### src/source/md_pkg.sv
//####################################################################
// arithmetic types shared by the multiply pipeline and the divider
// operator encoding follows the RISC-V M extension funct3 order
//####################################################################
`default_nettype none

package md_pkg;

  localparam int unsigned XLEN   = 32;
  localparam int unsigned HALF_W = 16;

  typedef enum logic [2:0] {
    OP_MUL    = 3'd0,
    OP_MULH   = 3'd1,
    OP_MULHSU = 3'd2,
    OP_MULHU  = 3'd3,
    OP_DIV    = 3'd4,
    OP_DIVU   = 3'd5,
    OP_REM    = 3'd6,
    OP_REMU   = 3'd7
  } md_op_e;

  typedef struct packed {
    logic            start;
    logic            high;
    logic            sign_a;
    logic            sign_b;
    logic [XLEN-1:0] a;
    logic [XLEN-1:0] b;
  } mul_req_t;

  // low halves carry a zero sign bit, high halves the operand sign
  typedef struct packed {
    logic                   valid;
    logic                   high;
    logic signed [HALF_W:0] a_lo;
    logic signed [HALF_W:0] a_hi;
    logic signed [HALF_W:0] b_lo;
    logic signed [HALF_W:0] b_hi;
  } mul_halves_t;

  typedef struct packed {
    logic            start;
    logic            rem;
    logic            is_signed;
    logic [XLEN-1:0] dividend;
    logic [XLEN-1:0] divisor;
  } div_req_t;

  typedef struct packed {
    logic            done;
    logic [XLEN-1:0] result;
  } md_rsp_t;

endpackage

`default_nettype wire
### src/source/mul_partial_lane.sv
//####################################################################
// LANE 0..3 selects al*bl, al*bh, ah*bl, ah*bh
//####################################################################
`default_nettype none

module mul_partial_lane import md_pkg::*; #(
  parameter int unsigned LANE = 0
) (
  input  logic                       clk_i,
  input  logic                       rst_ni,
  input  mul_halves_t                halves_i,
  output logic signed [2*HALF_W+1:0] prod_o,
  output logic                       valid_o,
  output logic                       high_o
);

  localparam bit USE_A_HI = (LANE >= 2);
  localparam bit USE_B_HI = ((LANE % 2) == 1);

  logic signed [HALF_W:0] op_a, op_b;
  logic signed [2*HALF_W+1:0] prod_q;
  logic valid_q, high_q;

  assign op_a = USE_A_HI ? halves_i.a_hi : halves_i.a_lo;
  assign op_b = USE_B_HI ? halves_i.b_hi : halves_i.b_lo;

  always_ff @(posedge clk_i or negedge rst_ni) begin
    if (!rst_ni) begin
      prod_q  <= '0;
      valid_q <= 1'b0;
      high_q  <= 1'b0;
    end else begin
      // 17x17 signed kernel
      prod_q  <= op_a * op_b;
      valid_q <= halves_i.valid;
      high_q  <= halves_i.high;
    end
  end

  assign prod_o  = prod_q;
  assign valid_o = valid_q;
  assign high_o  = high_q;

endmodule

`default_nettype wire

### config.mk
export PLATFORM = sky130hd
export DESIGN_NAME = mul_partial_lane
export DESIGN_NICKNAME = d
export VERILOG_FILES = /design/src/source/md_pkg.sv /design/src/source/mul_partial_lane.sv
export SDC_FILE = /design/constraint.sdc
export NUM_CORES = 1
export LEC_CHECK = 0
export ABC_AREA = 1
export BUFFER_PORTS_ARGS = -buffer_cell sky130_fd_sc_hd__buf_2
export CAP_MARGIN = 20
export CORE_UTILIZATION = 40
export DETAILED_ROUTE_END_ITERATION = 16
export HOLD_SLACK_MARGIN = 0.12
export PLACE_DENSITY_LB_ADDON = 0.1
export SLEW_MARGIN = 20
export SYNTH_ARGS = -nofsm -noshare
export SYNTH_HDL_FRONTEND = slang
export SYNTH_SLANG_ARGS = --single-unit
### constraint.sdc
create_clock -name clk_i -period 0.8 [get_ports clk_i]
set_clock_uncertainty 0.2 [all_clocks]
set_input_delay 0.04 -clock clk_i [delete_from_list [all_inputs] [get_ports clk_i]]
set_output_delay 0.04 -clock clk_i [all_outputs]
set_load 0.02 [all_outputs]
## Word-level counts from Yosys, hierarchy flattened

Cells that the tools add are included.

| word-level totals | value |
|---|---|
| bits in registers | 36 |
| bits of input ports | 72 |
| output and inout port bits | 36 |
| logic and storage cells | 4 |

| operators by class | value |
|---|---|
| multiply operators | 1 |

Operators by type and width:

| operator | number |
|---|---|
| 17-bit by 17-bit multiplier with 34-bit output | 1 |

## Longest topological paths before layout

| logic depth | value |
|---|---|
| depth after elaboration | 1 |
| mapped depth | 29 |
| mapped depth without buffers | 27 |

## Worst setup path before layout

OpenSTA, ideal clock, no wires.

| timing | value |
|---|---|
| path kind | input port to flip-flop |
| start | in halves_i[67] in the netlist's numbering |
| end | reg prod_q[33], in the netlist prod_o[33] |
| setup time | 0.116 ns |
| arrival time | 5.078 ns |
| data required time | 0.484 ns |
| slack | -4.595 ns |
| cell stages on the path | 20 |
| buffers on the path | 2 |
| cell sequence | clkbuf_1 clkbuf_1 nand2_1 inv_1 fa_1 fa_1 fa_1 fa_1 inv_1 fa_1 fa_1 inv_1 ha_1 inv_1 nor3_1 and2_1 and2_1 a21oi_1 nand2_1 nand2_1 |

| on the way | value |
|---|---|
| word-level cells in the longest chain between the ends | 1 |

Ends and longest elaborated chain:

| element | line | source |
|---|---|---|
| from (decl) | mul_partial_lane.sv:11 | `input mul_halves_t halves_i,` |
| 17-bit by 17-bit multiplier with 34-bit output | mul_partial_lane.sv:34 | `prod_q <= op_a * op_b;` |
| to (signal assigned) | mul_partial_lane.sv:34 |  |
| to (decl) | mul_partial_lane.sv:21 | `logic signed [2*HALF_W+1:0] prod_q;` |

Every way passes these cells.

## Worst setup path in the final report

| timing | value |
|---|---|
| start | in halves_i[66] in the netlist's numbering |
| end | reg prod_q[31], in the netlist prod_o[31] |

The elaborated chain is that of the path after synthesis.

==> results.txt <==
The run gives 2302 as the number of nets at the end of the flow. The class of the most critical hold timing path was in2reg. For the global-route wire length before repair, the log shows 58500 um. The final worst-path cycle share was 5.95; the worst hold slack across all endpoints was -0.0291 ns. Clock-pin slew was measured on the worst setup and hold paths at 0.06 ns.

The worst slew margin relative to its limit is 0.774. The first detailed-routing pass ran for 5 iterations. Classification of the worst setup path: in2reg.

The area growth from synthesis to final layout came out at 40.0%. For this run, the number of Yosys warnings is 0. In this run, synthesis produced a sequential element count of 36. By area the synthesized netlist is led by sky130_fd_sc_hd__fa_1 (46%), sky130_fd_sc_hd__inv_1 (15%), sky130_fd_sc_hd__nand2_1 (13%), sky130_fd_sc_hd__ha_1 (8.3%), sky130_fd_sc_hd__dfrtp_1 (7.0%). The die covers 32700 um2. At the end of routability-driven placement, the weighted congestion stood at 0.865. The run gives 10.4k as the total via count in the routed design. The final reports fail on hold timing, setup timing. The run gives 210 MHz as the highest clock rate. The total global routing track utilization came out at 0.227. TritonCTS built the clock tree.

The number of DRC violations after detailed routing was 0. In the routed layout, each cell is associated on average with a via count of 4.61. The element type at the critical path end is a flip-flop. The tools report the clock root buffer as sky130_fd_sc_hd__clkbuf_16. Count of buffers inserted at the top-level ports: 73.

After synthesis the cells add up to 12800 um2. For this design, the CTS-stage hold fixing added 3 buffers. Measured along the x axis, the die boundary spans 181 um.

The number of rows in the core area was 65; the register area share after synthesis was 0.0704. The run gives 2084 as the net count after synthesis. The finished layout holds 2252 standard cells, fillers aside. The number of failing hold endpoints at the final stage came out at 1. The starting density of the core is 0.407, and the critical path data required time is 0.78 ns. Setup repair after global routing could not meet its margin everywhere. The mean instance size in the synthesized netlist works out to 7.84 um2. TritonCTS created 5 clock buffers. In this run the vertical extent of the chip is 181 um. 108 I/O pins were placed.

The minimum clock period works out to 4.76 ns. The signal arrival time at the worst endpoint was 4.74 ns. At the pin with the least slew margin, the transition time is 0.336 ns.

The total overflow left after global routing is 0. The number of setup violations in the final report is 68. The number of H-tree levels is 2, and the final-report max-slew violation count is 0. The fraction of synthesized cell area taken by the top area cell type was 0.463; the via count of the first global-routing pass was 11.8k. Along the worst path, the maximum fanout reaches 10. In the final routed layout, each cell accounts on average for 15.2 um. Entering global routing, the biggest net connects 37 pins. The critical path startpoint category was an input port. The initial antenna violation count was 0. The repair_antennas step left the layout with diodes totalling 0. Total wirelength of the detailed-routed design: 34300 um.

Including well taps, the total number of placed cells is 2194. The cell taking the most area after synthesis is sky130_fd_sc_hd__fa_1. The run gives 2 as the maximum count of clock buffers along a single path. The count of nets left with antenna violations once routing finished came out at 0.

The first routing iteration left 344 violations. The tools report the detailed-placement wirelength estimate as 29300 um. The clock drives 36 sinks. The flow ran to the end, but the final reports show violations. Ratio of cells with drive above 1 in the final layout: 0.360.

Number of inserted filler cells in the final layout: 2845. The total area inside the core boundary comes to 31500 um2. Counting every instance in the synthesized netlist gives 1631.

The tools report the count of max-cap constraint violations as 0. The tools report the slack of the critical path as -3.96 ns. After synthesis, the netlist uses 27 different library cells.
[worst max-delay path, cell delays in order]
cell and delay, ns:
sky130_fd_sc_hd__buf_2 0.12, sky130_fd_sc_hd__buf_12 0.14, sky130_fd_sc_hd__buf_4 0.15, sky130_fd_sc_hd__nand2_1 0.07, sky130_fd_sc_hd__inv_1 0.06, sky130_fd_sc_hd__fa_1 0.53
sky130_fd_sc_hd__inv_1 0.06, sky130_fd_sc_hd__fa_2 0.55, sky130_fd_sc_hd__inv_1 0.05, sky130_fd_sc_hd__fa_1 0.50, sky130_fd_sc_hd__fa_1 0.43, sky130_fd_sc_hd__fa_1 0.51
sky130_fd_sc_hd__fa_1 0.45, sky130_fd_sc_hd__ha_4 0.34, sky130_fd_sc_hd__nand2_2 0.09, sky130_fd_sc_hd__nor2_2 0.15, sky130_fd_sc_hd__nand2_2 0.08, sky130_fd_sc_hd__nor3_1 0.13
sky130_fd_sc_hd__nand2_1 0.13, sky130_fd_sc_hd__nand3_1 0.10, sky130_fd_sc_hd__nand2_1 0.05
[cells in the final DEF (no fill, tap or decap), types with 21 or more instances in the layout]
cell type,n
sky130_fd_sc_hd__nand2_2,69
sky130_fd_sc_hd__nand2_4,45
sky130_fd_sc_hd__inv_2,85
sky130_fd_sc_hd__buf_6,94
sky130_fd_sc_hd__inv_1,419
sky130_fd_sc_hd__dfrtp_1,36
sky130_fd_sc_hd__ha_4,44
sky130_fd_sc_hd__nor2_4,21
sky130_fd_sc_hd__nor2_1,26
sky130_fd_sc_hd__buf_4,133
sky130_fd_sc_hd__ha_1,38
sky130_fd_sc_hd__buf_12,24
sky130_fd_sc_hd__fa_1,264
sky130_fd_sc_hd__fa_2,32
sky130_fd_sc_hd__nand2_1,340
[sequential cells by signal, indices dropped and copies added, names as in the netlist]
| register | count |
|---|---|
| high_o | 1 |
| prod_o | 34 |
| valid_o | 1 |
[logic make-up after synthesis]
kind of cell               synth area share
buffers and inverters                 0.170
and+or+nand+nor                       0.181
adders and majority gates             0.546
AOI/OAI and AO/OA                    0.0196
DFF                                  0.0704
xor gates and xnor gates             0.0137
[layout make-up]
cell class                 count  area, um2  share of cell area
sequential                    36        901              0.0503
clock inverter                 2       35.0             0.00196
tap                          402        503              0.0281
timing repair buffer         278       2930               0.164
multi-input combinational   1017      11500               0.640
inverter                     511       1940               0.108
clock buffer                   6        129             0.00720
[through the flow]
stage	setup WS, ns	TNS [ns]	area [um2]	util
floorplan	-4.17	-109.90	13900	-
global placement	-4.52	-124.85	15300	0.485
detailed placement	-4.57	-125.28	15300	0.485
CTS	-3.95	-117.70	17200	0.548
global route	-4.12	-123.19	17900	0.569
finish	-3.96	-117.45	17900	0.569
[layer usage]
metal,wire (um),track usage
met5,0,0
met4,692,0.0427
met3,910,0.0194
met2,18800,0.436
met1,13900,0.277
[synth_stat cells (all sizes together)]
master,number
dfrtp,36
and2,3
nor3,8
nand3b,4
a21o,1
xnor2,4
ha,85
fa,296
nand4,10
nand2,457
a21oi,30
nor2,56
or2,3
clkbuf,67
o21a,1
nand3,29
o21bai,6
o21ai,8
xor2,16
inv,511
[path summary, 6_finish.rpt]
path,endpoint,depth (start not counted),start,slack (ns)
min in group asynchronous,prod_o[5],3,rst_ni,0.05
max in group asynchronous,prod_o[30],3,rst_ni,0.16
hold / removal,prod_o[0],4,halves_i[51],-0.03
setup / recovery,prod_o[31],21,halves_i[66],-3.96
[timing repair]
action / 4_1_cts / 5_1_grt
pin swaps: 169 / 147
endpoints found under the hold margin: 40 / 37
resized for setup: 424 / 166
endpoints found under the setup margin: 69 / 69
cloned: 1 / 1
setup buffers: 33 / 15
Power is not shown: default switching activity piles up to over one toggle a cycle in this logic, so the estimate is an artifact.
