## src/source/md_pkg.sv

```systemverilog
//####################################################################
// arithmetic types shared by the multiply pipeline and the divider
// operator encoding follows the RISC-V M extension funct3 order
//####################################################################
`default_nettype none

package md_pkg;

  localparam int unsigned XLEN   = 32;
  localparam int unsigned HALF_W = 16;

  typedef enum logic [2:0] {
    OP_MUL    = 3'd0,
    OP_MULH   = 3'd1,
    OP_MULHSU = 3'd2,
    OP_MULHU  = 3'd3,
    OP_DIV    = 3'd4,
    OP_DIVU   = 3'd5,
    OP_REM    = 3'd6,
    OP_REMU   = 3'd7
  } md_op_e;

  typedef struct packed {
    logic            start;
    logic            high;
    logic            sign_a;
    logic            sign_b;
    logic [XLEN-1:0] a;
    logic [XLEN-1:0] b;
  } mul_req_t;

  // low halves carry a zero sign bit, high halves the operand sign
  typedef struct packed {
    logic                   valid;
    logic                   high;
    logic signed [HALF_W:0] a_lo;
    logic signed [HALF_W:0] a_hi;
    logic signed [HALF_W:0] b_lo;
    logic signed [HALF_W:0] b_hi;
  } mul_halves_t;

  typedef struct packed {
    logic            start;
    logic            rem;
    logic            is_signed;
    logic [XLEN-1:0] dividend;
    logic [XLEN-1:0] divisor;
  } div_req_t;

  typedef struct packed {
    logic            done;
    logic [XLEN-1:0] result;
  } md_rsp_t;

endpackage

`default_nettype wire
```

## src/source/mul_operand_split.sv

```systemverilog
//####################################################################
// first multiply stage, takes a new request every cycle
// sign flags only affect the high halves
//####################################################################
`default_nettype none

module mul_operand_split import md_pkg::*; (
  input  logic        clk_i,
  input  logic        rst_ni,
  input  mul_req_t    req_i,
  output mul_halves_t halves_o
);

  mul_halves_t halves_d, halves_q;
  logic ext_a, ext_b;

  assign ext_a = req_i.sign_a & req_i.a[XLEN-1];
  assign ext_b = req_i.sign_b & req_i.b[XLEN-1];

  always_comb begin
    halves_d       = halves_q;
    halves_d.valid = req_i.start;
    if (req_i.start) begin
      halves_d.high = req_i.high;
      halves_d.a_lo = {1'b0, req_i.a[HALF_W-1:0]};
      halves_d.a_hi = {ext_a, req_i.a[XLEN-1:HALF_W]};
      halves_d.b_lo = {1'b0, req_i.b[HALF_W-1:0]};
      halves_d.b_hi = {ext_b, req_i.b[XLEN-1:HALF_W]};
    end
  end

  always_ff @(posedge clk_i or negedge rst_ni) begin
    if (!rst_ni) begin
      halves_q <= '0;
    end else begin
      halves_q <= halves_d;
    end
  end

  assign halves_o = halves_q;

endmodule

`default_nettype wire

```

## config.mk

```make
export PLATFORM = sky130hd
export DESIGN_NAME = mul_operand_split
export DESIGN_NICKNAME = d
export VERILOG_FILES = /design/src/source/md_pkg.sv /design/src/source/mul_operand_split.sv
export SDC_FILE = /design/constraint.sdc
export NUM_CORES = 1
export LEC_CHECK = 0
export BUFFER_PORTS_ARGS = -buffer_cell sky130_fd_sc_hd__buf_4
export CAP_MARGIN = 0
export CORE_MARGIN = 3
export CORE_UTILIZATION = 39
export CTS_CLUSTER_DIAMETER = 120
export DETAILED_ROUTE_END_ITERATION = 16
export HOLD_SLACK_MARGIN = 0.12
export PLACE_DENSITY = 0.71
export RECOVER_POWER = 100
export SYNTH_ARGS = -nofsm -noshare
export SYNTH_HDL_FRONTEND = slang
export SYNTH_SLANG_ARGS = --single-unit
```

## constraint.sdc

```tcl
create_clock -name clk_i -period 1 [get_ports clk_i]
set_input_delay 0.25 -clock clk_i [delete_from_list [all_inputs] [get_ports clk_i]]
set_output_delay 0.25 -clock clk_i [all_outputs]
set_load 0.01 [all_outputs]
```

# ---- Word level (Yosys, flattened, before mapping)
# Cells that the tools add are included.
dict set report totals {
  elab_cells 8
  ff_bits 68
  out_inout_bits 70
  in_bits 70
}
dict set report classes {
  bitwise_logic 2
}
# op n
set ops {}
lappend ops {{bitwise AND 1 bit} 2}

# ---- Depth between registers and ports, before layout
# Gate-level depths: netlist (run 1).
dict set report depth {
  ltp_word 1
  depth_mapped 5
  ltp_nobuf 2
}

# ---- Least setup slack after synthesis (run 1)
# Ideal clock, no wire load.
dict set report synth_path {
  path_kind {input -> register}
  start {input req_i[67] in the netlist's numbering}
  end {register halves_q, in the netlist halves_o[42]}
  setup_time_ps 125
  t_arrival_ps 901
  cell_stages 4
  path_slack_ps -26
  required_time_ps 875
  n_path_buf 3
  cell_sequence {buf_6 buf_6 buf_6 mux2_4}
}
# item line_no
set synth_lines {}
lappend synth_lines {{start: declaration} mul_operand_split.sv:10} ;# input mul_req_t req_i,
lappend synth_lines {{end signal: assignment} mul_operand_split.sv:36} ;# halves_q <= halves_d;
lappend synth_lines {{end: declaration} mul_operand_split.sv:14} ;# mul_halves_t halves_d, halves_q;
# No word-level cell between the ends.

# ---- Final worst setup path (run 1)
dict set report layout_path {
  start {register halves_q, in the netlist halves_o[40]}
  end {output halves_o[40] in the netlist's numbering}
}
# item line_no
set layout_lines {}
lappend layout_lines {{end: declaration} mul_operand_split.sv:11} ;# output mul_halves_t halves_o
# No word-level cell between the ends.

==> results of run 1 <==
[cell type report]
cell class              count  area (µm²)
clock buffers              11         151
clock inverters             5        36.3
fillers                   445        1830
inverters                   2        7.51
multi-input cells          71         782
flip-flops and latches     68        1700
well taps                  75        93.8
repair buffers            166        1530
[final timing paths]
kind | end | slack [ps] | cells after the start
setup / recovery | halves_o[40] | -120 | 1
hold / removal | halves_o[7]$_DFFE_PN0P_ | 150 | 2
setup reg to reg | halves_o[64]$_DFFE_PN0P_ | -30 | 3
hold reg to reg | halves_o[34]$_DFFE_PN0P_ | 530 | 1
max in group asynchronous | halves_o[34]$_DFFE_PN0P_ | 120 | 3
min in group asynchronous | halves_o[66]$_DFFE_PN0P_ | 540 | 3
[per-stage QoR]
| stage | util [%] | instances | area [µm²] | total power [W] | hold WS (ps) |
|---|---|---|---|---|---|
| after CTS | 69.1 | 388 | 4240 | 0.00686 | 124 |
| after floorplan | - | 151 | 2580 | 0.00370 | -45.6 |
| after global placement | 60.4 | 360 | 3700 | 0.00445 | 253 |
| final | 70.1 | 398 | 4300 | 0.00682 | 146 |
| after detailed placement | 60.4 | 360 | 3700 | 0.00448 | 254 |
| after global routing | 70.1 | 398 | 4300 | 0.00718 | 125 |
[per-layer routing]
layer  share of wire, %  GRT usage, %  up-vias
met5                  0             0        -
met4               0.98          7.22        0
met2                 48          27.3       96
met3                 11          7.10        6
met1                 39          21.3      896
li1                   -             -      851
[cell usage in the layout, fill, tap and decap left out, types with 2 or more instances in the layout]
cell type | synthesis | layout
conb_1 | 1 | 2
clkbuf_8 | 0 | 11
dfrtp_1 | 68 | 68
mux2_2 | 59 | 59
nand3_1 | 2 | 2
buf_4 | 2 | 87
inv_1 | 2 | 2
mux2_4 | 6 | 6
o21ai_0 | 2 | 2
buf_12 | 0 | 2
clkinvlp_4 | 0 | 3
buf_6 | 3 | 69
clkbuf_4 | 0 | 5
[cells by family after synthesis]
logic type / share of synthesized area (%)
other cells: 0.146
buf+inv: 3.18
simple gates: 0.391
compound gates: 0.391
mux: 29.5
flops: 66.4
[what timing repair did]
action | 4_1_cts | 5_1_grt
hold endpoints to repair | 68 | 0
hold buffers | 1 | 0
buffers inserted | 11 | 10
setup endpoints to repair | 68 | 68
resized for setup | 68 | 0
[synthesized netlist by cell type]
master / n / area share, %
dfrtp_1: 68 / 66
nand3_1: 2 / 0.39
buf_2: 5 / 0.98
mux2_2: 59 / 26
buf_4: 2 / 0.59
conb_1: 1 / 0.15
o21ai_0: 2 / 0.39
inv_1: 2 / 0.29
mux2_4: 6 / 3.5
buf_6: 3 / 1.3
[worst register-to-register path, delay by kind of cell (launching register included)]
kind | cells | cell delay, ps
buffers and inverters | 2 | 260
multiplexers | 1 | 250
flip-flops | 1 | 400
[power groups by stage]
stage               combinational (W)  sequential (W)  clock (W)
finish                        0.00154         0.00322    0.00207
floorplan                    0.000365         0.00334          0
global route                  0.00165         0.00325    0.00228
CTS                           0.00150         0.00321    0.00215
global placement              0.00125         0.00321          0
detailed placement            0.00127         0.00322          0
==> metrics.cfg, run 1 <==
[outcome]
status = finished with violations
failed_checks = negative setup slack

[synth]
ys_ff_latch = 68
netlist_instances = 150
syn_avg_cell_area_um2 = 17.1
ys_warn_count = 0
syn-cell-area_um2 = 2560
yosysSeqAreaShare_pct = 66.4
netlist-cell-type-count = 10

[placement]
dp_slack_ps = -83.1
dp_hpwl_mm = 4.40
gp_congestion = 0.698
port_buffers = 137

[grt]
grt_pass1_wl_mm = 10.1
overflow = 0
grt_use_total_pct = 17.4
grt_max_degree = 49
antenna_found_initial = 0
grt_pass1_vias = 2029

[sta]
skew_ps = 0
fin_ws_ps = -116
final.period_utilization_pct = 112
finalSetupViolCount = 72
rsz0062_at_grt = true
fin_setup_tns_ps = -6560
report.final.slew_viol_count = 0
hold_viol_final = 0
fmax_mhz = 896
period_minus_slack_ps = 1120

[die]
io_pins = 140
dieArea_um2 = 7580
core-area_um2 = 6130
num_rows = 28
fp.dieW_um = 87.0
die_h_um = 87.0
start_util_pct = 41.8

[clocking]
ctsHtreeMaxLevel = 3
tritoncts = done
cts-root-buf = clkbuf_8
clk_pin_slew_ps = 80
cts_buffers = 9
cts_sinks = 68
clockBufferDepth = 2
clk_latency_ps = 330

[detailed_routing]
drc = 0
via_count = 1849
antenna_left = 0
firstDrtPassIters = 3
vias_per_cell = 4.65
drt_iter0_drc = 33
wl_per_cell_um = 16.1
finalWirelength_mm = 6.40

[pwr]
powerDensity_nw_per_um2 = 1590
p_clk_share_pct = 30.3
p_leak_nw = 2.07
peakVddDrop_v = 0.00103
switching_share_pct = 25.4
p_sw_w = 0.00173
p_int_w = 0.00508
pwr-share-comb_pct = 22.5
p_seq_share_pct = 47.2

[critical_path]
path_class = reg -> out
critPathMaxStageDelay_ps = 410
cp-start-kind = register
cp.required_ps = 750
slowest_stage = dfrtp_1
end_kind = output pin
arrival_ps = 870
worst-path-buf-inv = 1
crit_family = flip-flops
critPathMaxFanout = 2
worstPathCellList = buf_6
critPathLaunch = halves_o[40]$_DFFE_PN0P_
r2r_start = halves_o[64]$_DFFE_PN0P_

[final_layout]
layout-drive-gt1-share_pct = 75.9
largest_reg_flops = 68
area_growth_pct = 67.9
antenna_cells = 0
fin_nets = 388

[worst_hold_path]
hp-start = req_i[23]
hold_class = in -> reg

[job]
drv_cap = 0

No activity file was read; power rests on OpenSTA's default activity.
==> inputs of run 2 (changes only) <==
- CAP_MARGIN: 0 -> unset
- SKIP_CTS_REPAIR_TIMING: unset -> 1
==> metrics.cfg, run 2 (synthesized netlist as in run 1, its figures left out) <==
[outcome]
status = finished with violations
failed_checks = negative setup slack

[critical_path]
path_class = reg -> out
slowest_stage = dfrtp_1
critPathMaxFanout = 2  ; unchanged
worst-path-stages = 1  ; unchanged
cp.required_ps = 750  ; about the same
cp-start-kind = register
end_kind = output pin
crit_family = flip-flops
worstPathCellList = buf_6
worst-path-buf-inv = 1  ; unchanged
critPathLaunch = halves_o[58]$_DFFE_PN0P_
r2r_start = halves_o[54]$_DFFE_PN0P_
arrival_ps = 870  ; about the same
critPathMaxStageDelay_ps = 410  ; about the same
rrSetupSlack_ps = 100  ; +130 ps
reg2regPathDepth = 2  ; -1
r2r-end = halves_o[54]$_DFFE_PN0P_
crit_path_end = halves_o[58]

[clocking]
cts_sinks = 68  ; unchanged
clk_pin_slew_ps = 80  ; about the same
cts-root-buf = clkbuf_8
cts_buffers = 9  ; unchanged
tritoncts = done
clockBufferDepth = 2  ; unchanged
ctsHtreeMaxLevel = 3  ; unchanged
clk_latency_ps = 330  ; about the same

[detailed_routing]
via_count = 1795  ; -2.9%
antenna_left = 0  ; unchanged
finalWirelength_mm = 6.10  ; -4.6%
drc = 0  ; unchanged
firstDrtPassIters = 2  ; -1
vias_per_cell = 4.66  ; +0.36%
drt_iter0_drc = 43  ; +30%
wl_per_cell_um = 15.8  ; -1.4%

[grt]
grt_pass1_vias = 1901  ; -6.3%
grt_max_degree = 49  ; unchanged
grt_use_total_pct = 15.9  ; -1.5 points
grt_pass1_wl_mm = 9.20  ; -8.5%
antenna_found_initial = 0  ; unchanged
overflow = 0  ; unchanged

[sta]
period_minus_slack_ps = 1120  ; -0.576 ps
report.final.slew_viol_count = 0  ; unchanged
final.period_utilization_pct = 112  ; about the same
rsz0062_at_grt = true
skew_ps = 0  ; unchanged
finalSetupViolCount = 68  ; -5.6%
hold_viol_final = 0  ; unchanged
fmax_mhz = 897  ; about the same
fin_ws_ps = -115  ; +0.576 ps

[pwr]
peakVddDrop_v = 0.00103  ; -0.19%
powerDensity_nw_per_um2 = 1600  ; +1.2%
p_leak_nw = 1.99  ; -3.7%

[final_layout]
final_common_cell = buf_4
final_cell_area_um2 = 4190  ; -2.6%
area_growth_pct = 63.5
fin_nets = 375  ; -3.4%
largest_reg_flops = 68  ; unchanged
layout-drive-gt1-share_pct = 73.9  ; -2.0 points
antenna_cells = 0  ; unchanged
final_cell_mix = 73 x buf_4, 68 x dfrtp_1, 68 x buf_6

[die]
die_h_um = 87.0  ; unchanged
fp.dieW_um = 87.0  ; unchanged
start_util_pct = 41.8  ; unchanged
num_rows = 28  ; unchanged
io_pins = 140  ; unchanged
dieArea_um2 = 7580  ; unchanged
core-area_um2 = 6130  ; unchanged

[job]
drv_cap = 0  ; unchanged

[placement]
dp_slack_ps = -83.1  ; unchanged
dpl_cell_area_um2 = 3700  ; unchanged
gp_congestion = 0.698  ; unchanged
dp_hpwl_mm = 4.40  ; unchanged
port_buffers = 137  ; unchanged

[worst_hold_path]
hold_class = in -> reg

run 2: worst min path at each step:
stage / startpoint / endpoint / slack (ps) / cells after the start
finish: req_i[57] / halves_o[43]$_DFFE_PN0P_ / 130 / 2
global route: req_i[3] / halves_o[20]$_DFFE_PN0P_ / 120 / 2
CTS: rst_ni / halves_o[49]$_DFFE_PN0P_ / -120 / 2
detailed placement: rst_ni / halves_o[54]$_DFFE_PN0P_ / 250 / 2
global placement: rst_ni / halves_o[66]$_DFFE_PN0P_ / 250 / 2
floorplan: rst_ni / halves_o[0]$_DFFE_PN0P_ / -50 / 0
run 2: final cells by class:
cell class / instances / area [µm²]
clock inverter: 5 / 36.3
multi-input combinational: 71 / 771
timing repair buffer: 153 / 1430
sequential: 68 / 1700
fill: 462 / 1940
tap: 75 / 93.8
inverter: 2 / 7.51
clock buffer: 11 / 151
run 2: power breakdown:
group / total, W / switching [W] / internal [W]
sequential: 0.00321 / 0.000189 / 0.00302
combinational: 0.00144 / 0.000485 / 0.000953
clock: 0.00207 / 0.00103 / 0.00103
total: 0.00672 / 0.00171 / 0.00501
run 2: metrics by stage:
stage	cells	setup TNS, ps	utilization [%]	total power [W]	hold slack, ps
2_1_floorplan	151	-130	-	0.00370	-45.6
3_3_place_gp	360	-2430	60.4	0.00445	253
3_5_place_dp	360	-3020	60.4	0.00448	254
4_1_cts	376	-8760	63.5	0.00658	-116
5_1_grt	385	-9440	68.3	0.00708	125
6_report	385	-6410	68.3	0.00672	135
run 2: layer usage:
metal	global-route usage (%)	wire length (µm)	vias up
met5	0	0	-
met4	7.22	63	0
met3	7.57	808	6
met2	23.9	2880	96
met1	19.3	2350	869
li1	-	-	824
