## config.mk

```make
export PLATFORM = sky130hd
export DESIGN_NAME = mul_accumulate
export DESIGN_NICKNAME = d
export VERILOG_FILES = /design/src/source/md_pkg.sv /design/src/source/mul_accumulate.sv
export SDC_FILE = /design/constraint.sdc
export NUM_CORES = 1
export LEC_CHECK = 0
export BUFFER_PORTS_ARGS = -buffer_cell sky130_fd_sc_hd__clkbuf_2
export CAP_MARGIN = 15
export CORE_ASPECT_RATIO = 2
export CORE_MARGIN = 1
export CORE_UTILIZATION = 35
export DETAILED_ROUTE_END_ITERATION = 8
export GPL_TIMING_DRIVEN = 0
export HOLD_SLACK_MARGIN = 0.03
export PLACE_DENSITY = 0.66
export SYNTH_ARGS = -nofsm -noshare
export SYNTH_HDL_FRONTEND = slang
export SYNTH_SLANG_ARGS = --single-unit
export TNS_END_PERCENT = 1
```

## constraint.sdc

```tcl
create_clock -name clk_i -period 1.55 [get_ports clk_i]
set_input_delay 0.2325 -clock clk_i [delete_from_list [all_inputs] [get_ports clk_i]]
set_output_delay 0.2325 -clock clk_i [all_outputs]
set_load 0.01 [all_outputs]
```

## src/source/md_pkg.sv

```systemverilog
//####################################################################
// arithmetic types shared by the multiply pipeline and the divider
// operator encoding follows the RISC-V M extension funct3 order
//####################################################################
`default_nettype none

package md_pkg;

  localparam int unsigned XLEN   = 32;
  localparam int unsigned HALF_W = 16;

  typedef enum logic [2:0] {
    OP_MUL    = 3'd0,
    OP_MULH   = 3'd1,
    OP_MULHSU = 3'd2,
    OP_MULHU  = 3'd3,
    OP_DIV    = 3'd4,
    OP_DIVU   = 3'd5,
    OP_REM    = 3'd6,
    OP_REMU   = 3'd7
  } md_op_e;

  typedef struct packed {
    logic            start;
    logic            high;
    logic            sign_a;
    logic            sign_b;
    logic [XLEN-1:0] a;
    logic [XLEN-1:0] b;
  } mul_req_t;

  // low halves carry a zero sign bit, high halves the operand sign
  typedef struct packed {
    logic                   valid;
    logic                   high;
    logic signed [HALF_W:0] a_lo;
    logic signed [HALF_W:0] a_hi;
    logic signed [HALF_W:0] b_lo;
    logic signed [HALF_W:0] b_hi;
  } mul_halves_t;

  typedef struct packed {
    logic            start;
    logic            rem;
    logic            is_signed;
    logic [XLEN-1:0] dividend;
    logic [XLEN-1:0] divisor;
  } div_req_t;

  typedef struct packed {
    logic            done;
    logic [XLEN-1:0] result;
  } md_rsp_t;

endpackage

`default_nettype wire
```

## src/source/mul_accumulate.sv

```systemverilog
//####################################################################
// last multiply stage, done follows valid by one cycle
// the 64-bit sum is exact modulo 2^64 for every sign mode
//####################################################################
`default_nettype none

module mul_accumulate import md_pkg::*; (
  input  logic                       clk_i,
  input  logic                       rst_ni,
  input  logic signed [2*HALF_W+1:0] prod_i [4],
  input  logic                       valid_i,
  input  logic                       high_i,
  output md_rsp_t                    rsp_o
);

  logic signed [2*XLEN-1:0] ext [4];
  logic signed [2*XLEN-1:0] sum;
  md_rsp_t rsp_q;

  always_comb begin
    // sign extension happens in the assignment
    for (int i = 0; i < 4; i++) begin
      ext[i] = prod_i[i];
    end
    sum = ext[0]
        + (ext[1] <<< HALF_W)
        + (ext[2] <<< HALF_W)
        + (ext[3] <<< (2 * HALF_W));
  end

  always_ff @(posedge clk_i or negedge rst_ni) begin
    if (!rst_ni) begin
      rsp_q <= '0;
    end else begin
      rsp_q.done <= valid_i;
      if (valid_i) begin
        rsp_q.result <= high_i ? sum[2*XLEN-1:XLEN] : sum[XLEN-1:0];
      end
    end
  end

  assign rsp_o = rsp_q;

endmodule

`default_nettype wire

```

==> Yosys cells after proc, flatten, opt, wreduce, memory -nomap -nowiden <==
Index checks and enable logic that the tools add are counted.
{ "totals": {"ff_bits": 33, "input_bits": 140, "output_inout_bits": 33, "word_cells": 6} }
{ "op_classes": {"add_sub_neg": 3, "n_mux": 1} }
{ "ops": {"columns": ["operator", "n"], "rows": [
  ["$add 52x64->64", 1],
  ["$add 51x50->52", 1],
  ["$add 34x50->51", 1],
  ["$mux 32", 1]
]} }

==> Depth between registers and ports, before layout <==
Gate-level depths: netlist of the first run.
{ "depth": {"ltp_word": 4, "depth_mapped": 14, "depth_no_buf": 14} }

==> Worst setup path before layout of the first run <==
OpenSTA, ideal clock, no wires.
{ "synth_path": {"path_kind": "input -> register", "startpoint": "input port prod_i[135] in the netlist's numbering", "endpoint": "register rsp_q, in the netlist rsp_o[27]", "setup_time_ns": 0.121, "t_arrival_ns": 3.826, "slack_ns": -2.397, "cell_stages": 12, "cell_sequence": "inv_1 fa_1 inv_1 ha_1 clkbuf_1 a21o_1 o41ai_4 o21ai_1 a221o_1 a41oi_1 o32a_1 nand2_1"} }
{ "synth_via": {"elab_chain_len": 4} }
{ "synth_rtl": {"columns": ["item", "line", "source"], "rows": [
  ["start, declared", "mul_accumulate.sv:10", "input logic signed [2*HALF_W+1:0] prod_i [4],"],
  ["$add 34x50->51", "mul_accumulate.sv:26", "+ (ext[1] <<< HALF_W)"],
  ["$add 51x50->52", "mul_accumulate.sv:27", "+ (ext[2] <<< HALF_W)"],
  ["$add 52x64->64", "mul_accumulate.sv:28", "+ (ext[3] <<< (2 * HALF_W));"],
  ["$mux 32", "mul_accumulate.sv:37", "rsp_q.result <= high_i ? sum[2*XLEN-1:XLEN] : sum[XLEN-1:0];"],
  ["end, declared", "mul_accumulate.sv:18", "md_rsp_t rsp_q;"]
]} }
Every way passes these cells.
A chain may end at the register's enable or synchronous reset.

==> Worst setup path after layout of the first run <==
{ "layout_path": {"startpoint": "input port prod_i[67] in the netlist's numbering", "endpoint": "register rsp_q, in the netlist rsp_o[31]"} }
{ "layout_via": {"elab_chain_len": 3} }
{ "layout_rtl": {"columns": ["item", "line"], "rows": [
  ["$add 51x50->52", "mul_accumulate.sv:27"],
  ["$add 52x64->64", "mul_accumulate.sv:28"],
  ["$mux 32", "mul_accumulate.sv:37"]
]} }
Every way passes these cells.

==> results.txt, run 1 <==
----------------------------------------------------
[Routing]
  Routed vias ... 6556
  DRC violation total after the first TritonRoute iteration ... 311
  Via density per instance ... 5.07
  Remaining routing DRC violations ... 0
  Total Wirelength ... 20.9 mm
  Post-route antenna net violation count ... 0
  Pre-Repair DR Iteration Count ... 7
  Routed length per instance ... 16.2 µm

[Synth]
  Netlist area before placement ... 6830 µm²
  Count of cell types in the netlist ... 74
  Most used flip-flop cell after synthesis ... sky130_fd_sc_hd__dfrtp_1
  Flip-flop and latch count after synthesis ... 33
  Main area contributors after synthesis ... sky130_fd_sc_hd__fa_1 23%, sky130_fd_sc_hd__dfrtp_1 12%, sky130_fd_sc_hd__inv_1 11%
  Nets in the synthesized netlist ... 1123
  Count of flip-flops with a built-in enable after synthesis ... 0
  Share of synthesized flip-flops with an asynchronous set or reset ... 100%
  Post-synthesis cell type with the largest combined area ... sky130_fd_sc_hd__fa_1
  Warnings, synthesis ... 0
  Top cell type's share of synthesized area ... 23.2%
  Post-synthesis instance total ... 844
  Mean post-synth cell area ... 8.09 µm²
  Sequential element share of the synthesized area ... 12.1%

[STA]
  Worst relative slew slack ... 35.6%
  Fmax ... 0.300 GHz
  Transition time at the pin with the least slew margin ... 0.967 ns
  Hold Vio Cnt, Final ... 0
  Setup skew after layout ... 0 ns
  Final setup violation count ... 32
  Period utilization ... 215%
  Setup repair after global routing missed its margin ... yes
  Worst setup margin ... -1.78 ns
  Number of max-slew violations in the final report ... 0
  Accumulated negative setup slack ... -48.54 ns
  Final min period ... 3.33 ns
  Final worst hold slack ... 0.0662 ns

[Die]
  Boundary Pins ... 173
  Area of the core ... 19200 µm²
  Vert. Die Dim ... 200 µm
  Starting Density ... 35.6%
  Cell row count ... 72
  Horizontal die dimension ... 101 µm
  Floorplan die area ... 20100 µm²

[Critical path]
  Worst R2R Start ... rsp_o[11]
  Data required time of the critical path ... 1.69 ns
  Startpoint type of the worst setup path ... input pin
  Cell seen most often among critical-path stages ... sky130_fd_sc_hd__fa_1
  First element of the critical path ... prod_i[67]
  Count of buffer and inverter cells on the critical path ... 5
  Crit. End Element ... register
  Biggest fanout along the worst timing path ... 5
  Signal arrival time at the worst endpoint ... 3.47 ns
  R2R cell count ... 2
  Cell at the slowest stage of the critical path ... sky130_fd_sc_hd__fa_1
  CP cell instances ... clkbuf_16 > clkinvlp_4 > buf_12 > fa_1 > fa_1 > inv_1 > ha_1 > a21o_4 > o41ai_4 > buf_4 > nand2_2 > a41oi_2 > a21oi_2 > xnor2_1 > o221ai_1
  Reg-to-reg slack, setup ... 0.57 ns
  Depth of the critical timing path with buffers and inverters included ... 15
  Cell family with most CP delay ... adder cells
  Crit Path Category ... input pin to register
  Crit path largest cell delay ... 0.52 ns

[Placed design]
  DP Area ... 8030 µm²
  Final GP Congestion ... 0.883
  Estimated wirelength of the detail-placed design ... 17.4 mm
  Number of buffer cells added on primary ports ... 169

[CTS]
  H-tree levels ... 2
  Clock-pin slew of the registers on the worst-case setup and hold paths ... 0.06 ns
  Num CTS Buffers ... 5
  CTS Sinks ... 33
  Post-CTS Hold Fix Bufs ... 0
  Clock latency reported for the late side of the worst-skew pair ... 0.29 ns
  Buffer cell driving the clock tree root ... sky130_fd_sc_hd__clkbuf_16
  Clock tree from TritonCTS ... yes
  Longest Clk Path Bufs ... 2

[Power and ir drop]
  Total power divided by cell area ... 1220 nW/µm²
  Total power ... 10.9 mW
  Max rail drop VDD ... 0.000491 V
  Standby leakage power ... 4.58 nW

[Layout]
  Antenna diode instance count ... 0
  Number of flip-flops under the largest register name ... 33
  Ratio of cells with drive above 1 in the final layout ... 30.2%
  Post-Layout Inst Area ... 8980 µm²
  Number of nets at the end of the flow ... 1312
  Area growth, synth to finish ... 31.5%

[Run status]
  Run status ... finished with violations
  Violations in the final reports ... negative setup slack

[Global route]
  Overflow left after global routing ... 0
  Met1 global-route usage ... 21.5%
  GRT met3 Usage ... 1.29%
  Total Routing Usage GR ... 21.6%
  Via count of the first global-routing pass ... 6783
  Global-route wire length before repair ... 33.1 mm
  Most crowded layer after global routing ... met2
  Pin count of the biggest net entering global routing ... 34
  Antenna violations before repair ... 0
  Met2 track demand over resource in global routing ... 43.5%

[Min path]
  Min-Delay Path Class ... input pin to async pin

[Flow run]
  Maxcap violations ... 0

----------------------------------------------------
[layout make-up]
| class | instances | area (µm²) |
|---|---|---|
| plain buffers | 19 | 111 |
| clock buffers | 6 | 139 |
| clock inverters | 2 | 13.8 |
| fillers | 1917 | 10200 |
| inverters | 205 | 781 |
| multi-input cells | 577 | 5650 |
| flip-flops and latches | 33 | 826 |
| well taps | 259 | 324 |
| repair buffers | 191 | 1130 |
| repair inverters | 1 | 7.51 |
[power breakdown]
group | leakage (nW) | switching, mW | total (mW) | internal, mW
registers | 0.384 | 0.210 | 1.42 | 1.21
clock network | 0.0768 | 0.425 | 1.06 | 0.640
logic | 4.12 | 4.82 | 8.44 | 3.62
[per-layer routing]
layer	share of wire, %	wire, µm
met1	35	7250
met2	57	12000
met3	3.0	637
met4	5.0	1050
met5	0	0
[Yosys cell counts (all sizes together), types with 3 or more instances]
cell type,count
inv,204
fa,79
a21oi,69
ha,60
nand2,51
nor2,49
o21ai,43
dfrtp,33
xnor2,23
clkbuf,21
mux2i,14
nand3,14
xor2,14
nor2b,13
a21o,12
a211oi,11
a31oi,11
o211ai,11
nand4,10
nor3,9
buf,7
o21a,7
and3,6
or3,6
and2,5
o21bai,5
nor3b,4
o221ai,4
a21boi,3
a22oi,3
nand2b,3
o211a,3
o22ai,3
o31ai,3
[logic make-up after synthesis]
| group | synth area share (%) |
|---|---|
| buf+inv | 13.2 |
| compound gates | 20.9 |
| simple gates | 12.7 |
| fa+ha+maj | 34.1 |
| xor+xnor | 4.74 |
| flops | 12.1 |
| mux | 2.22 |
[cells in the final DEF, fill, tap and decap left out, types with 4 or more instances in the layout]
cell | Yosys | final
sky130_fd_sc_hd__a21oi_2 | 2 | 9
sky130_fd_sc_hd__xnor2_1 | 23 | 19
sky130_fd_sc_hd__nor3_1 | 9 | 8
sky130_fd_sc_hd__a21o_1 | 11 | 10
sky130_fd_sc_hd__nor2_1 | 48 | 45
sky130_fd_sc_hd__a211oi_2 | 5 | 7
sky130_fd_sc_hd__buf_4 | 2 | 16
sky130_fd_sc_hd__dfrtp_1 | 33 | 33
sky130_fd_sc_hd__or3_1 | 6 | 6
sky130_fd_sc_hd__and2_1 | 4 | 4
sky130_fd_sc_hd__nand4_1 | 10 | 10
sky130_fd_sc_hd__fa_1 | 79 | 78
sky130_fd_sc_hd__nand2_1 | 51 | 49
sky130_fd_sc_hd__clkbuf_1 | 21 | 9
sky130_fd_sc_hd__clkbuf_2 | 0 | 168
sky130_fd_sc_hd__buf_6 | 1 | 4
sky130_fd_sc_hd__o21ai_0 | 35 | 26
sky130_fd_sc_hd__ha_1 | 60 | 38
sky130_fd_sc_hd__o21ai_1 | 5 | 8
sky130_fd_sc_hd__clkbuf_16 | 0 | 6
sky130_fd_sc_hd__nand3_1 | 13 | 11
sky130_fd_sc_hd__a21oi_1 | 66 | 57
sky130_fd_sc_hd__xnor2_2 | 0 | 4
sky130_fd_sc_hd__xor2_1 | 14 | 12
sky130_fd_sc_hd__a31oi_1 | 11 | 9
sky130_fd_sc_hd__ha_4 | 0 | 20
sky130_fd_sc_hd__o221ai_1 | 4 | 4
sky130_fd_sc_hd__o211ai_1 | 9 | 9
sky130_fd_sc_hd__buf_12 | 0 | 6
sky130_fd_sc_hd__mux2i_1 | 14 | 13
sky130_fd_sc_hd__clkinvlp_4 | 0 | 4
sky130_fd_sc_hd__o21a_1 | 6 | 6
sky130_fd_sc_hd__nor2b_1 | 13 | 12
sky130_fd_sc_hd__inv_1 | 204 | 200
sky130_fd_sc_hd__and3_1 | 6 | 6
sky130_fd_sc_hd__o21ai_2 | 3 | 8
[final timing paths]
check | end
worst max register to register | rsp_o[11]
max in group asynchronous | rsp_o[24]
worst min-delay path | rsp_o[10]
worst max-delay path | rsp_o[31]
worst min register to register | rsp_o[20]
min in group clk_i | rsp_o[32]
[worst register-to-register path, delay by kind of cell (launching register included)]
| kind | cells | cell delay (ns) |
|---|---|---|
| compound gates | 1 | 0.33 |
| flops | 1 | 0.39 |
| simple gates | 1 | 0.13 |
[per-stage QoR]
step	util (%)	cells	worst slack [ns]
finish	46.8	1293	-1.78
global route	46.8	1293	-1.90
CTS	46.3	1296	-1.81
detailed placement	41.9	1272	-3.10
global placement	41.9	1272	-3.04
floorplan	-	844	-2.11
[repair_timing]
item,in CTS,in global routing
setup buffers,19,2
endpoints found under the setup margin,32,32
hold endpoints to repair,0,0
cloned,2,0
pin swaps,44,26
resized for setup,88,23
Power figures use the tool's default switching activity.
==> run 2, diff against run 1 <==
- CORE_MARGIN: 1 -> not set
- SLEW_MARGIN: not set -> 20
- clock period: 1.55 -> 3.85 ns (I/O delays scaled with it)
==> results.txt, run 2 (synthesized netlist as in run 1, its figures left out) <==
----------------------------------------------------
[Run status]
  Run status ... finished, final reports clean

[Routing]
  DRC violation total after the first TritonRoute iteration ... 268
  Routed length per instance ... 16.0 µm
  Total Wirelength ... 20.7 mm
  Pre-Repair DR Iteration Count ... 6
  Remaining routing DRC violations ... 0
  Post-route antenna net violation count ... 0
  Routed vias ... 6544
  Via density per instance ... 5.04

[Layout]
  Final Util ... 45.4%
  Commonest non-fill, non-tap cell in the layout ... sky130_fd_sc_hd__inv_1
  Ratio of cells with drive above 1 in the final layout ... 27.0%
  # fillers ... 1932
  Highest-count cells in the layout ignoring fill and taps ... 200 x sky130_fd_sc_hd__inv_1, 167 x sky130_fd_sc_hd__clkbuf_2, 77 x sky130_fd_sc_hd__fa_1, 61 x sky130_fd_sc_hd__a21oi_1, 50 x sky130_fd_sc_hd__nand2_1
  Fin cells ... 1299
  Number of nets at the end of the flow ... 1318
  Antenna diode instance count ... 0
  Area growth, synth to finish ... 27.6%
  Number of flip-flops under the largest register name ... 33

[Critical path]
  Crit path largest cell delay ... 0.51 ns
  Cell seen most often among critical-path stages ... sky130_fd_sc_hd__fa_1
  Data required time of the critical path ... 4.02 ns
  Signal arrival time at the worst endpoint ... 3.98 ns
  R2R cell count ... 2
  Crit Path Category ... input pin to register
  CP cell instances ... buf_6 > clkinvlp_4 > buf_12 > fa_1 > fa_1 > inv_2 > ha_4 > buf_8 > a21o_4 > o41ai_4 > o21ai_1 > a221o_1 > a41oi_2 > o32a_1 > nand2_1
  Cell at the slowest stage of the critical path ... sky130_fd_sc_hd__fa_1
  Startpoint type of the worst setup path ... input pin
  Crit. End Element ... register
  Biggest fanout along the worst timing path ... 5

[Power and ir drop]
  Switching pwr ... 2.12 mW
  Standby leakage power ... 4.53 nW
  Total power divided by cell area ... 479 nW/µm²
  Max rail drop VDD ... 0.000205 V
  Internal power ... 2.05 mW
  Switching fraction of total power ... 50.8%
  Total power ... 4.17 mW
  Part of the total power dissipated in sequential elements ... 13.7%
  Logic pwr share ... 76.0%
  Share of total power in the clock network ... 10.3%

[Global route]
  Overflow left after global routing ... 0
  Total Routing Usage GR ... 21.1%
  Via count of the first global-routing pass ... 6628
  Global-route wire length before repair ... 32.5 mm
  Antenna violations before repair ... 0
  Pin count of the biggest net entering global routing ... 34

[Die]
  Starting Density ... 35.6%
  Horizontal die dimension ... 101 µm
  Area of the core ... 19200 µm²
  Cell row count ... 72
  Vert. Die Dim ... 200 µm
  Boundary Pins ... 173
  Floorplan die area ... 20100 µm²

[CTS]
  Clock-pin slew of the registers on the worst-case setup and hold paths ... 0.05 ns
  Longest Clk Path Bufs ... 2
  Buffer cell driving the clock tree root ... sky130_fd_sc_hd__clkbuf_16
  CTS Sinks ... 33
  H-tree levels ... 2
  Post-CTS Hold Fix Bufs ... 0
  Num CTS Buffers ... 5
  Clock tree from TritonCTS ... yes
  Clock latency reported for the late side of the worst-skew pair ... 0.29 ns

[STA]
  Number of max-slew violations in the final report ... 0
  Fmax ... 0.262 GHz
  Final min period ... 3.81 ns
  Worst relative slew slack ... 36.0%
  Setup repair after global routing missed its margin ... yes
  Worst setup margin ... 0.0388 ns
  Setup skew after layout ... 0 ns
  Period utilization ... 99.0%
  Hold Vio Cnt, Final ... 0
  Final worst hold slack ... 0.414 ns
  Transition time at the pin with the least slew margin ... 0.959 ns
  Final setup violation count ... 0

[Min path]
  Min-Delay Path Depth ... 1
  Min-Delay Path Class ... input pin to register

[Placed design]
  Estimated wirelength of the detail-placed design ... 17.4 mm
  Number of buffer cells added on primary ports ... 169
  Worst slack at placement ... -1.14 ns
  Final GP Congestion ... 0.883
  Inst Count DP ... 1272

[Flow run]
  Maxcap violations ... 0

----------------------------------------------------
[run 2: changes by cell type in the layout (fill, tap and decap cells not counted), moves of 4 or more]
| cell | delta |
|---|---|
| sky130_fd_sc_hd__a21oi_2 | -4 |
| sky130_fd_sc_hd__ha_2 | +4 |
| sky130_fd_sc_hd__ha_4 | -13 |
| sky130_fd_sc_hd__clkbuf_1 | +7 |
| sky130_fd_sc_hd__o21ai_2 | -4 |
| sky130_fd_sc_hd__ha_1 | +9 |
| sky130_fd_sc_hd__a21oi_1 | +4 |
[run 2: repair_timing]
action,CTS,global route
pin swaps,5,21
buffers inserted,10,10
cloned,1,1
setup endpoints to repair,28,17
resized for setup,16,56
[run 2: final timing paths]
check	start	to	slack, ns
worst max-delay path	prod_i[67]	rsp_o[27]	0.04
worst min-delay path	valid_i	rsp_o[32]	0.41
worst max register to register	rsp_o[11]	rsp_o[11]	2.85
worst min register to register	rsp_o[21]	rsp_o[21]	0.51
max in group asynchronous	rst_ni	rsp_o[18]	2.81
min in group asynchronous	rst_ni	rsp_o[10]	0.42
[run 2: layer usage]
metal,share of wire (%),wire length [µm],global-route usage (%),vias up
met5,0,0,0,-
met4,4.8,1000,11.4,0
met3,3.0,614,1.36,50
met2,58,11900,42.2,181
met1,35,7180,21.1,3166
li1,-,-,-,3147
[run 2: layout make-up]
class | instances | area [µm²] | share of cell area [%]
plain buffers | 26 | 148 | 1.69
clock buffers | 6 | 139 | 1.59
clock inverters | 2 | 13.8 | 0.158
inverters | 205 | 781 | 8.96
multi-input cells | 577 | 5390 | 61.8
flip-flops and latches | 33 | 826 | 9.47
well taps | 259 | 324 | 3.72
repair buffers | 190 | 1090 | 12.5
repair inverters | 1 | 7.51 | 0.0861
[run 2: worst max-delay path: cells and delay by family]
family	cells	cell delay, ns
adder cells (fa/ha/maj)	3	1.21
AND/OR/NAND/NOR	1	0.05
buffers and inverters	5	0.57
AO/OA/AOI/OAI	6	1.58
[run 2: power groups by stage]
stage / Combinational (mW) / Sequential, mW / Clock (mW)
2_1_floorplan: 1.96 / 0.629 / 0
3_3_place_gp: 2.87 / 0.571 / 0
3_5_place_dp: 2.89 / 0.575 / 0
4_1_cts: 2.99 / 0.571 / 0.433
5_1_grt: 3.50 / 0.587 / 0.450
6_report: 3.17 / 0.572 / 0.431
[run 2: stage by stage]
stage | TNS [ns] | area [µm²]
detailed placement | -23.13 | 8030
CTS | -0.109 | 8400
finish | 0 | 8720
global route | -0.182 | 8720
global placement | -21.49 | 8030
floorplan | -0.914 | 6860
